File: config.mk
export PLATFORM = sky130hd
export DESIGN_NAME = aud_player_top
export DESIGN_NICKNAME = d
export VERILOG_FILES = /design/src/aud_i2s_pkg.sv /design/src/aud_play_pkg.sv /design/src/aud_dac_serializer.sv /design/src/aud_dsp.sv /design/src/aud_lrck_gen.sv /design/src/aud_player_top.sv
export VERILOG_INCLUDE_DIRS = /design/src
export SDC_FILE = /design/constraint.sdc
export NUM_CORES = 1
export LEC_CHECK = 0
export BUFFER_PORTS_ARGS = -buffer_cell sky130_fd_sc_hd__buf_2
export CORE_MARGIN = 8
export CORE_UTILIZATION = 40
export CTS_CLUSTER_DIAMETER = 60
export DETAILED_ROUTE_END_ITERATION = 8
export GPL_ROUTABILITY_DRIVEN = 0
export PLACE_DENSITY_LB_ADDON = 0.25
export SLEW_MARGIN = 20
export SYNTH_ARGS = -nofsm -noshare
export SYNTH_HDL_FRONTEND = slang
export SYNTH_SLANG_ARGS = --single-unit
File: constraint.sdc
create_clock -name i_clk -period 117.8 [get_ports i_clk]
set_input_delay 23.56 -clock i_clk [delete_from_list [all_inputs] [get_ports i_clk]]
set_output_delay 23.56 -clock i_clk [all_outputs]
set_load 0.05 [all_outputs]
File: src/aud_defs.svh
`ifndef AUD_DEFS_SVH
`define AUD_DEFS_SVH

// sample and SRAM geometry
`define AUD_SAMPLE_W   16  // bits per audio sample
`define AUD_ADDR_W     20  // SRAM word address, 1M words
`define AUD_SPEED_W    4   // fast step or slow repeat factor

// I2S frame timing, derived from i_clk
`define AUD_BCLK_HALF  2   // i_clk cycles per bit-clock half period
`define AUD_SLOT_BITS  16  // bit-clock periods per left or right slot

`endif

File: src/aud_i2s_pkg.sv
`include "aud_defs.svh"

package aud_i2s_pkg;

    // level of the left/right clock
    typedef enum logic {
        LEFT  = 1'b0,
        RIGHT = 1'b1
    } slot_t;

    typedef logic [$clog2(`AUD_SLOT_BITS)-1:0] bit_idx_t;  // bit position in a slot

endpackage

File: src/aud_play_pkg.sv
`include "aud_defs.svh"

package aud_play_pkg;

    typedef logic [`AUD_SAMPLE_W-1:0] sample_t;  // one mono sample
    typedef logic [`AUD_ADDR_W-1:0]   addr_t;    // SRAM word address
    typedef logic [`AUD_SPEED_W-1:0]  speed_t;   // 0 behaves like 1

    // playback FSM states
    typedef enum logic [1:0] {
        IDLE  = 2'd0,  // stopped, address parked at 0
        PAUSE = 2'd1,  // frozen, frame pulses ignored
        PLAY  = 2'd2   // stepping on every frame pulse
    } play_state_t;

endpackage

File: src/aud_dac_serializer.sv
`timescale 1ns/1ps
`include "aud_defs.svh"

module aud_dac_serializer
    import aud_play_pkg::*;
    import aud_i2s_pkg::*;
(
    input  logic    i_clk,
    input  logic    i_rst_n,
    input  logic    i_bclk_fall,
    input  logic    i_frame_pulse,
    input  slot_t   i_slot,
    input  sample_t i_sample,
    output logic    o_dac_dat
);

    localparam bit_idx_t LAST_BIT = bit_idx_t'(`AUD_SLOT_BITS - 1);

    sample_t  hold_r;        // word for both slots of the frame
    sample_t  shift_r;
    bit_idx_t bit_cnt_r;
    logic     active_r;
    logic     load_pend_r;   // load at the next fall after a frame pulse
    logic     right_pend_r;  // reload at the next fall after the right slot begins
    slot_t    slot_q_r;      // slot at the previous bclk fall
    logic     dat_r;

    sample_t load_word;

    // the left slot takes the fresh sample and the right slot repeats it
    assign load_word = load_pend_r ? i_sample : hold_r;
    assign o_dac_dat = dat_r;

    always_ff @(posedge i_clk or negedge i_rst_n) begin
        if (!i_rst_n) begin
            hold_r       <= '0;
            bit_cnt_r    <= '0;
            active_r     <= 1'b0;
            load_pend_r  <= 1'b0;
            right_pend_r <= 1'b0;
            slot_q_r     <= LEFT;
            dat_r        <= 1'b0;
        end else begin
            if (i_frame_pulse) begin
                load_pend_r <= 1'b1;
            end else if (i_bclk_fall) begin
                load_pend_r <= 1'b0;
            end

            if (i_bclk_fall) begin
                slot_q_r     <= i_slot;
                right_pend_r <= (i_slot == RIGHT) && (slot_q_r == LEFT);
                if (load_pend_r || right_pend_r) begin
                    if (load_pend_r) begin
                        hold_r <= i_sample;
                    end
                    bit_cnt_r <= '0;
                    active_r  <= 1'b1;
                    dat_r     <= load_word[`AUD_SAMPLE_W-1];  // MSB one bit after lrck
                end else if (active_r) begin
                    if (bit_cnt_r == LAST_BIT) begin
                        active_r <= 1'b0;
                        dat_r    <= 1'b0;  // idle low past the LSB
                    end else begin
                        bit_cnt_r <= bit_cnt_r + 1'b1;
                        dat_r     <= shift_r[`AUD_SAMPLE_W-1];
                    end
                end
            end
        end
    end

    always_ff @(posedge i_clk) begin
        if (i_bclk_fall) begin
            if (load_pend_r || right_pend_r) begin
                shift_r <= load_word << 1;
            end else begin
                shift_r <= shift_r << 1;
            end
        end
    end

endmodule

File: src/aud_dsp.sv
`timescale 1ns/1ps
`include "aud_defs.svh"

module aud_dsp
    import aud_play_pkg::*;
(
    input  logic        i_clk,
    input  logic        i_rst_n,
    input  logic        i_start,
    input  logic        i_pause,
    input  logic        i_stop,
    input  logic        i_fast,           // 1 skips ahead and 0 repeats samples
    input  logic        i_interpolation,  // 1 for linear blending in slow mode
    input  speed_t      i_speed,
    input  logic        i_frame_pulse,    // start of left slot
    input  sample_t     i_sram_data,      // word at o_sram_addr
    output addr_t       o_sram_addr,
    output sample_t     o_sample,
    output play_state_t o_state
);

    localparam int MIX_W = `AUD_SAMPLE_W + `AUD_SPEED_W + 1;  // weighted sum width

    play_state_t state_r, state_w;
    addr_t       addr_r, addr_w;
    sample_t     out_r, out_w;
    sample_t     prev_r, prev_w;
    speed_t      cnt_r, cnt_w;

    speed_t           speed_eff;
    speed_t           cnt_use;
    addr_t            step;
    logic [MIX_W-1:0] mix_sum;
    sample_t          mix_out;

    assign o_sram_addr = addr_r;
    assign o_sample    = out_r;
    assign o_state     = state_r;

    assign speed_eff = (i_speed == '0) ? speed_t'(1) : i_speed;
    assign step      = addr_t'(speed_eff);

    // a speed lowered mid-play can leave the counter above the new range
    assign cnt_use = (cnt_r > speed_eff - speed_t'(1)) ? speed_eff - speed_t'(1) : cnt_r;

    // prev and current weighted by distance and divided back by the speed
    always_comb begin
        mix_sum = MIX_W'(prev_r) * MIX_W'(speed_eff - cnt_use)
                + MIX_W'(i_sram_data) * MIX_W'(cnt_use);
        mix_out = sample_t'(mix_sum / MIX_W'(speed_eff));  // truncating divide
    end

    always_comb begin
        state_w = state_r;
        addr_w  = addr_r;
        out_w   = out_r;
        prev_w  = prev_r;
        cnt_w   = cnt_r;

        if (i_stop) begin  // stop wins over everything
            state_w = IDLE;
            addr_w  = '0;
            cnt_w   = '0;
        end else begin
            case (state_r)
                IDLE: begin
                    if (i_start) begin
                        prev_w  = i_sram_data;  // word at address 0
                        addr_w  = i_fast ? step : addr_t'(1);
                        cnt_w   = '0;
                        state_w = PLAY;
                    end
                end
                PAUSE: begin
                    if (!i_pause) begin
                        state_w = PLAY;
                    end
                end
                PLAY: begin
                    if (i_pause) begin
                        state_w = PAUSE;
                    end else if (i_frame_pulse) begin
                        if (i_fast) begin
                            out_w  = prev_r;
                            prev_w = i_sram_data;
                            addr_w = addr_r + step;
                        end else begin
                            if (cnt_r >= speed_eff - speed_t'(1)) begin
                                cnt_w  = '0;
                                addr_w = addr_r + addr_t'(1);
                                prev_w = i_sram_data;
                            end else begin
                                cnt_w = cnt_r + speed_t'(1);
                            end
                            out_w = i_interpolation ? mix_out : prev_r;
                        end
                    end
                end
                default: begin
                    state_w = IDLE;
                end
            endcase
        end
    end

    always_ff @(posedge i_clk or negedge i_rst_n) begin
        if (!i_rst_n) begin
            state_r <= IDLE;
            addr_r  <= '0;
            out_r   <= '0;
            cnt_r   <= '0;
        end else begin
            state_r <= state_w;
            addr_r  <= addr_w;
            out_r   <= out_w;
            cnt_r   <= cnt_w;
        end
    end

    always_ff @(posedge i_clk) begin
        prev_r <= prev_w;
    end

endmodule

File: src/aud_lrck_gen.sv
`timescale 1ns/1ps
`include "aud_defs.svh"

module aud_lrck_gen
    import aud_i2s_pkg::*;
(
    input  logic  i_clk,
    input  logic  i_rst_n,
    output logic  o_dac_bclk,
    output logic  o_dac_lrck,
    output slot_t o_slot,
    output logic  o_bclk_fall,    // high in the cycle bclk goes low
    output logic  o_frame_pulse   // high in the cycle lrck goes low
);

    localparam int HALF_W = ($clog2(`AUD_BCLK_HALF) > 0) ? $clog2(`AUD_BCLK_HALF) : 1;
    localparam logic [HALF_W-1:0] HALF_LAST = HALF_W'(`AUD_BCLK_HALF - 1);
    localparam bit_idx_t          SLOT_LAST = bit_idx_t'(`AUD_SLOT_BITS - 1);

    logic [HALF_W-1:0] half_cnt_r;
    bit_idx_t          bit_cnt_r;
    logic              bclk_r;
    logic              lrck_r;
    logic              fall_r;
    logic              frame_r;

    logic half_done;
    logic fall_next;
    logic slot_done;

    assign half_done = (half_cnt_r == HALF_LAST);
    assign fall_next = half_done && bclk_r;       // bclk toggles low this edge
    assign slot_done = (bit_cnt_r == SLOT_LAST);

    assign o_dac_bclk    = bclk_r;
    assign o_dac_lrck    = lrck_r;
    assign o_slot        = slot_t'(lrck_r);
    assign o_bclk_fall   = fall_r;
    assign o_frame_pulse = frame_r;

    always_ff @(posedge i_clk or negedge i_rst_n) begin
        if (!i_rst_n) begin
            half_cnt_r <= '0;
            bit_cnt_r  <= '0;
            bclk_r     <= 1'b0;
            lrck_r     <= 1'b0;
            fall_r     <= 1'b0;
            frame_r    <= 1'b0;
        end else begin
            half_cnt_r <= half_done ? '0 : half_cnt_r + 1'b1;
            fall_r     <= fall_next;
            frame_r    <= fall_next && slot_done && lrck_r;  // right to left
            if (half_done) begin
                bclk_r <= ~bclk_r;
            end
            if (fall_next) begin
                if (slot_done) begin
                    bit_cnt_r <= '0;
                    lrck_r    <= ~lrck_r;
                end else begin
                    bit_cnt_r <= bit_cnt_r + 1'b1;
                end
            end
        end
    end

endmodule

File: src/aud_player_top.sv
`timescale 1ns/1ps

module aud_player_top
    import aud_play_pkg::*;
    import aud_i2s_pkg::*;
(
    input  logic    i_clk,
    input  logic    i_rst_n,
    input  logic    i_start,
    input  logic    i_pause,
    input  logic    i_stop,
    input  logic    i_fast,
    input  logic    i_interpolation,
    input  speed_t  i_speed,
    input  sample_t i_sram_data,
    output addr_t   o_sram_addr,
    output logic    o_dac_bclk,
    output logic    o_dac_lrck,
    output logic    o_dac_dat,
    output logic    o_playing
);

    slot_t       slot;
    logic        bclk_fall;
    logic        frame_pulse;  // left slot start, steps the engine
    sample_t     sample;
    play_state_t state;

    assign o_playing = (state == PLAY);

    aud_dsp aud_dsp_inst (
        .i_clk           (i_clk),
        .i_rst_n         (i_rst_n),
        .i_start         (i_start),
        .i_pause         (i_pause),
        .i_stop          (i_stop),
        .i_fast          (i_fast),
        .i_interpolation (i_interpolation),
        .i_speed         (i_speed),
        .i_frame_pulse   (frame_pulse),
        .i_sram_data     (i_sram_data),
        .o_sram_addr     (o_sram_addr),
        .o_sample        (sample),
        .o_state         (state)
    );

    aud_lrck_gen aud_lrck_gen_inst (
        .i_clk         (i_clk),
        .i_rst_n       (i_rst_n),
        .o_dac_bclk    (o_dac_bclk),
        .o_dac_lrck    (o_dac_lrck),
        .o_slot        (slot),
        .o_bclk_fall   (bclk_fall),
        .o_frame_pulse (frame_pulse)
    );

    aud_dac_serializer aud_dac_serializer_inst (
        .i_clk         (i_clk),
        .i_rst_n       (i_rst_n),
        .i_bclk_fall   (bclk_fall),
        .i_frame_pulse (frame_pulse),
        .i_slot        (slot),
        .i_sample      (sample),
        .o_dac_dat     (o_dac_dat)
    );

endmodule

==> summary.txt, run 1 <==
Status - finished clean
Synth Instances - 2305
Synth Area in XOR/XNOR - 5.51%
RSZ-0062 raised after global routing - false
Setup CP Type - primary input to register
Number of vias per cell - 5.73
Synth top area cells - fa_1 (16%), ha_1 (11%), dfrtp_1 (9.7%)
EDFF count, synth - 31
Largest net degree at the start of global routing - 77
Top FF cell, synth - dfrtp_1
Final antenna-violating net count - 0
Hold Path Origin - aud_dac_serializer_inst.slot_q_r
Mapped Nets - 2665
Placed wire-length estimate - 43.0 mm
Final Max Slew Viols - 0
CTS Buffer Depth - 2
Die W - 237 microns
Max_cap viols - 0
Hold Path Depth - 1
CTS tree - built
Synth cell types - 126
Wire length per cell - 17.6 microns
Post-synthesis sequential area ratio - 14.5%
Crit Path Max Fanout - 18
Yosys warns - 0
Area leader, netlist - fa_1
Critical R2R Launch - aud_dsp_inst.cnt_r[1]
Fmax - 12.4 MHz
H-tree depth - 3
FF+latch area - 2830 sq um
Slew HR - 26.0%
Site Rows - 81
# port buffers - 50
Worst setup path start - i_speed[1]
Share of layout cells above drive strength 1 - 8.77%
Gr usage total - 18.4%
Crit path launch type - primary input
Post-CTS Hold Buffers - 0
Post-synthesis register bit count - 107
Multi-input logic area - 15600 sq um
Syn avg cell area - 8.50 sq um
DRC viols - 0
Synth Cell Area - 19600 sq um
Max stage delay on crit path - 0.62 ns
Antenna violations before repair - 0
Hold Path Class - register to register
Die ar. - 56300 sq um
FFs w/ async S/R, synth - 71.0%
Global-route wire length before repair - 87.6 mm
FF-to-FF setup slack - 60.81 ns
DRT iter0 DRCs - 1060
Setup violators final - 0
Min cycle time layout - 80.91 ns
Critical path data required time - 118.00 ns
GRT overflow - 0
Via count - 16900
Root Driver - clkbuf_16
Largest family of logic cells by synthesized area - adder cells
Synth Area in Simple Gates - 21.7%
Slew @ Worst Pin - 1.11 ns
Clk sinks - 107
Antenna diodes - 0
Initial core utilization - 40.3%
Final nets - 2682
Filler cell count - 4884
Worst EP arrival - 81.12 ns
Worst Hold End - aud_dac_serializer_inst.right_pend_r
Pre-Repair DR Iteration Count - 5
Worst skew pair latency - 0.34 ns
Adder-cell share of the synthesized area - 27.5%
Die Y - 237 microns
CORE AREA - 48600 sq um
Worst r2r path cells - 238
Worst path most repeated cell - a21oi_1
Setup bufs post-CTS - 0
Vias in the first global route - 16800
Clk_skew - 0.0106 ns
Synth top area share - 16.4%
Compound-gate portion of the synthesized area - 20.5%
Area growth, synth to finish - 5.94%
Ports - 51
Reg2reg end - aud_dsp_inst.o_sample[0]
TNS Setup - 0 ns
Critical Path End Type - register
Tcrit/Tclk final - 68.7%
Final WL - 51.9 mm
Multiplexer share of the synthesized area - 4.68%
Cts bufs inserted - 9
Post-CTS resize count - 0
Fin. Hold Viols - 0
Slowest stage cell, crit path - or4_1
Reg clk slew, reported paths - 0.07 ns
==> state kept, by name, summed over array words and instances, names as in the netlist, 2 cells and up <==
register	flops
aud_dac_serializer_inst.bit_cnt_r	4
aud_dac_serializer_inst.hold_r	16
aud_dac_serializer_inst.shift_r	15
aud_dsp_inst.cnt_r	4
aud_dsp_inst.o_sample	16
aud_dsp_inst.o_sram_addr	20
aud_dsp_inst.o_state	2
aud_dsp_inst.prev_r	16
aud_lrck_gen_inst.bit_cnt_r	4
==> through the flow <==
stage          setup WS [ns]  area, sq um  std cells  utilization [%]  hold slack [ns]
5_1_grt                31.76        20700       2949             42.7            0.487
6_report               36.89        20700       2949             42.7            0.445
3_3_place_gp           39.56        20500       2933             42.1            0.431
4_1_cts                37.37        20700       2949             42.6            0.449
3_5_place_dp           37.25        20500       2933             42.1            0.439
2_1_floorplan          43.53        19600       2305                -            0.425
==> area by class of cell <==
type	instances	share of cell area, %
clock buffers	12	1.29
flip-flops and latches	107	13.7
well taps	622	3.75
multi-input cells	1908	75.4
inverters	237	4.29
clock inverters	4	0.109
repair buffers	59	1.54
==> cells by family (layout without fill, tap and decap cells) <==
group / count (synthesis) / count (layout)
buffers and inverters: 290 / 312
adder cells (fa/ha/maj): 334 / 334
XOR/XNOR: 120 / 120
AO/OA/AOI/OAI: 560 / 560
flip-flops: 107 / 107
AND/OR/NAND/NOR: 807 / 807
multiplexers: 87 / 87
==> worst max-delay path: cells and delay by family <==
family / cells / cell delay [ns]
muxes: 12 / 3.07
adders and majority gates: 31 / 10.52
xor gates and xnor gates: 4 / 1.23
AOI/OAI and AO/OA: 105 / 23.72
and+or+nand+nor: 73 / 16.86
buffers and inverters: 20 / 2.09
==> worst max path at each step <==
stage               slack [ns]  cells past startpoint                        to
CTS                      37.37                    239  aud_dsp_inst.o_sample[0]
global placement         39.56                    243  aud_dsp_inst.o_sample[0]
finish                   36.89                    245  aud_dsp_inst.o_sample[0]
global route             31.76                    241  aud_dsp_inst.o_sample[0]
detailed placement       37.25                    240  aud_dsp_inst.o_sample[0]
floorplan                43.53                    253  aud_dsp_inst.o_sample[0]
==> routing by layer <==
layer | part of all wire (%) | GRT usage, % | vias to the layer above
met1 | 48 | 26.2 | 8169
met5 | 0 | 0 | -
li1 | - | - | 8229
met2 | 45 | 29.9 | 434
met3 | 5.0 | 2.12 | 77
met4 | 1.5 | 3.71 | 0
==> cells in the mapped netlist, drive strengths merged (8+ instances only) <==
| cell | count |
|---|---|
| a211o | 12 |
| a211oi | 24 |
| a21boi | 11 |
| a21o | 37 |
| a21oi | 111 |
| a31o | 8 |
| a31oi | 26 |
| a32oi | 8 |
| a41oi | 9 |
| and2 | 102 |
| and3 | 17 |
| buf | 13 |
| clkbuf | 40 |
| dfrtp | 76 |
| edfxtp | 31 |
| fa | 160 |
| ha | 173 |
| inv | 236 |
| mux2 | 34 |
| mux2i | 53 |
| nand2 | 207 |
| nand2b | 32 |
| nand3 | 39 |
| nand4 | 24 |
| nor2 | 164 |
| nor2b | 26 |
| nor3 | 77 |
| nor4 | 28 |
| o2111ai | 9 |
| o211a | 9 |
| o211ai | 25 |
| o21a | 44 |
| o21ai | 127 |
| o21bai | 10 |
| o31ai | 17 |
| or2 | 25 |
| or3 | 23 |
| xnor2 | 67 |
| xor2 | 52 |
==> placed cells by master, fill, tap and decap left out, drive strengths merged, types with 11 or more instances in the layout <==
cell,instances
a211o,12
a211oi,24
a21boi,11
a21o,37
a21oi,111
a31oi,26
and2,102
and3,17
buf,59
clkbuf,12
dfrtp,76
edfxtp,31
fa,160
ha,173
inv,236
mux2,34
mux2i,53
nand2,207
nand2b,32
nand3,39
nand4,24
nor2,164
nor2b,26
nor3,77
nor4,28
o211ai,25
o21a,44
o21ai,127
o31ai,17
or2,25
or3,23
xnor2,67
xor2,52
Power of run 1 is not shown: default switching activity piles up to over one toggle a cycle in this logic, so the estimate is an artifact.
==> inputs of run 2 (changes only) <==
- ABC_AREA: not set -> 1
- clock period: 117.8 -> 69.7 ns (I/O delays scaled with it)
==> run 2 against run 1 <==
  * Non-clock buffer count grew 5
  * Area after synthesis grew 7.4%
  * Wire length shrank 0.84%
==> summary.txt, run 2 <==
TNS Setup - 0 ns
Hold Path Depth - 1
Site Rows - 84
Number of vias per cell - 4.82
Syn avg cell area - 6.89 sq um
Fin. Hold Viols - 0
Yosys warns - 0
Antenna violations before repair - 1
Mapped Nets - 3414
Final antenna-violating net count - 0
Crit Path Max Fanout - 25
Post-synth top cells - nand2_1 (755), inv_1 (568), nor2_1 (293)
Final Max Slew Viols - 0
GRT overflow - 0
Min cycle time layout - 57.45 ns
Final WL - 51.5 mm
Hold Path Class - register to register
Crit path launch type - primary input
Gr usage total - 17.6%
Setup bufs post-CTS - 0
Post-synthesis sequential area ratio - 13.5%
Setup CP Type - primary input to register
Wire length per cell - 13.6 microns
Post-CTS Hold Buffers - 0
Clk sinks - 107
Die ar. - 60200 sq um
Share of layout cells above drive strength 1 - 12.1%
Status - finished clean
Worst EP arrival - 57.70 ns
Worst Hold End - aud_lrck_gen_inst.half_cnt_r
RSZ-0062 raised after global routing - false
Fmax - 17.4 MHz
Final nets - 3448
FFs w/ async S/R, synth - 71.0%
Synth top area share - 15.2%
Setup violators final - 0
Reg clk slew, reported paths - 0.08 ns
Final instance area - 22300 sq um
Top FF cell, synth - dfrtp_1
Most frequent cell after synthesis - nand2_1
Slew @ Worst Pin - 0.965 ns
Vias in the first global route - 18000
CTS tree - built
Worst skew pair latency - 0.37 ns
EDFF count, synth - 31
Reg2reg end - aud_dsp_inst.o_sample[0]
FF-to-FF setup slack - 26.49 ns
Clk_skew - 0.00979 ns
CORE AREA - 52200 sq um
Placed wire-length estimate - 43.5 mm
Critical path data required time - 69.96 ns
Synth cell types - 73
Cell count after placement - 3765
Critical R2R Launch - aud_dsp_inst.cnt_r[1]
Post-synthesis register bit count - 107
Max FFs per register - 20
Area growth, synth to finish - 5.88%
Ports - 51
Global-route wire length before repair - 89.0 mm
Die W - 245 microns
Largest net degree at the start of global routing - 77
Synth Cell Area - 21000 sq um
Synth Instances - 3054
Post-CTS resize count - 0
Synth top area cells - fa_1 (15%), nand2_1 (13%), ha_1 (10%)
Dpl ws - 11.88 ns
CTS Buffer Depth - 2
Via count - 18200
DRC viols - 0
Commonest non-fill, non-tap cells in the layout - nand2_1 (755), inv_1 (568), nor2_1 (291), ha_1 (173), nand3_1 (165)
Initial core utilization - 40.3%
# port buffers - 50
DRT iter0 DRCs - 1086
Hold Path Origin - aud_lrck_gen_inst.half_cnt_r
Cts bufs inserted - 9
Non-filler instance count after layout - 3781
Worst path most repeated cell - nand2_1
Max_cap viols - 0
Root Driver - clkbuf_16
Pre-Repair DR Iteration Count - 7
Tcrit/Tclk final - 82.4%
Worst r2r path cells - 261
Slowest stage cell, crit path - fa_1
Critical Path End Type - register
PnR worst setup slack - 12.25 ns
Cell Area, Placed - 22000 sq um
Commonest non-fill, non-tap cell in the layout - nand2_1
Max stage delay on crit path - 0.88 ns
H-tree depth - 3
Area leader, netlist - fa_1
Slew HR - 35.7%
Die Y - 245 microns
==> run 2: metrics by stage <==
stage	utilization [%]	hold WS, ns
global route	42.6	0.490
detailed placement	42.1	0.434
global placement	42.1	0.443
CTS	42.6	0.446
floorplan	-	0.417
finish	42.6	0.444
==> run 2: worst max-delay path, delay by kind of cell <==
family,cells,cell delay (ns)
XOR/XNOR,1,0.17
adder cells (fa/ha/maj),32,11.67
AO/OA/AOI/OAI,61,10.19
AND/OR/NAND/NOR,124,16.09
buffers and inverters,51,5.53
==> run 2: layout make-up <==
cell class	count	area, sq um
Timing Repair Buffer	64	362
Fill cell	5553	30000
Sequential cell	107	2830
Antenna cell	1	2.50
Inverter	607	2290
Clock buffer	9	225
Tap cell	688	861
Clock inverter	6	60.1
Multi-Input combinational cell	2299	15600
==> run 2: kinds of logic after synthesis <==
logic type                 synth area share (%)
xor gates and xnor gates                   3.58
and+or+nand+nor                            36.5
AOI/OAI and AO/OA                          8.67
adders and majority gates                  25.5
muxes                                    0.0476
buffers and inverters                      12.2
DFF                                        13.5
==> run 2: layer usage <==
metal	global-route usage (%)	wire (microns)	vias to the layer above
met2	30.4	24400	246
met1	23.9	24800	8331
li1	-	-	9627
met3	1.73	1480	35
met4	3.15	795	0
met5	0	0	-
==> run 2: worst max-delay path by stage <==
| stage | from | end | slack (ns) | cells past startpoint |
|---|---|---|---|---|
| floorplan | i_speed[1] | aud_dsp_inst.o_sample[0] | 16.76 | 271 |
| global placement | i_speed[2] | aud_dsp_inst.o_sample[0] | 13.18 | 269 |
| detailed placement | i_speed[2] | aud_dsp_inst.o_sample[0] | 11.88 | 268 |
| CTS | i_speed[2] | aud_dsp_inst.o_sample[0] | 12.16 | 269 |
| global route | i_speed[2] | aud_dsp_inst.o_sample[0] | 6.64 | 270 |
| finish | i_speed[2] | aud_dsp_inst.o_sample[0] | 12.25 | 269 |
Power of run 2 is left out for the same reason.
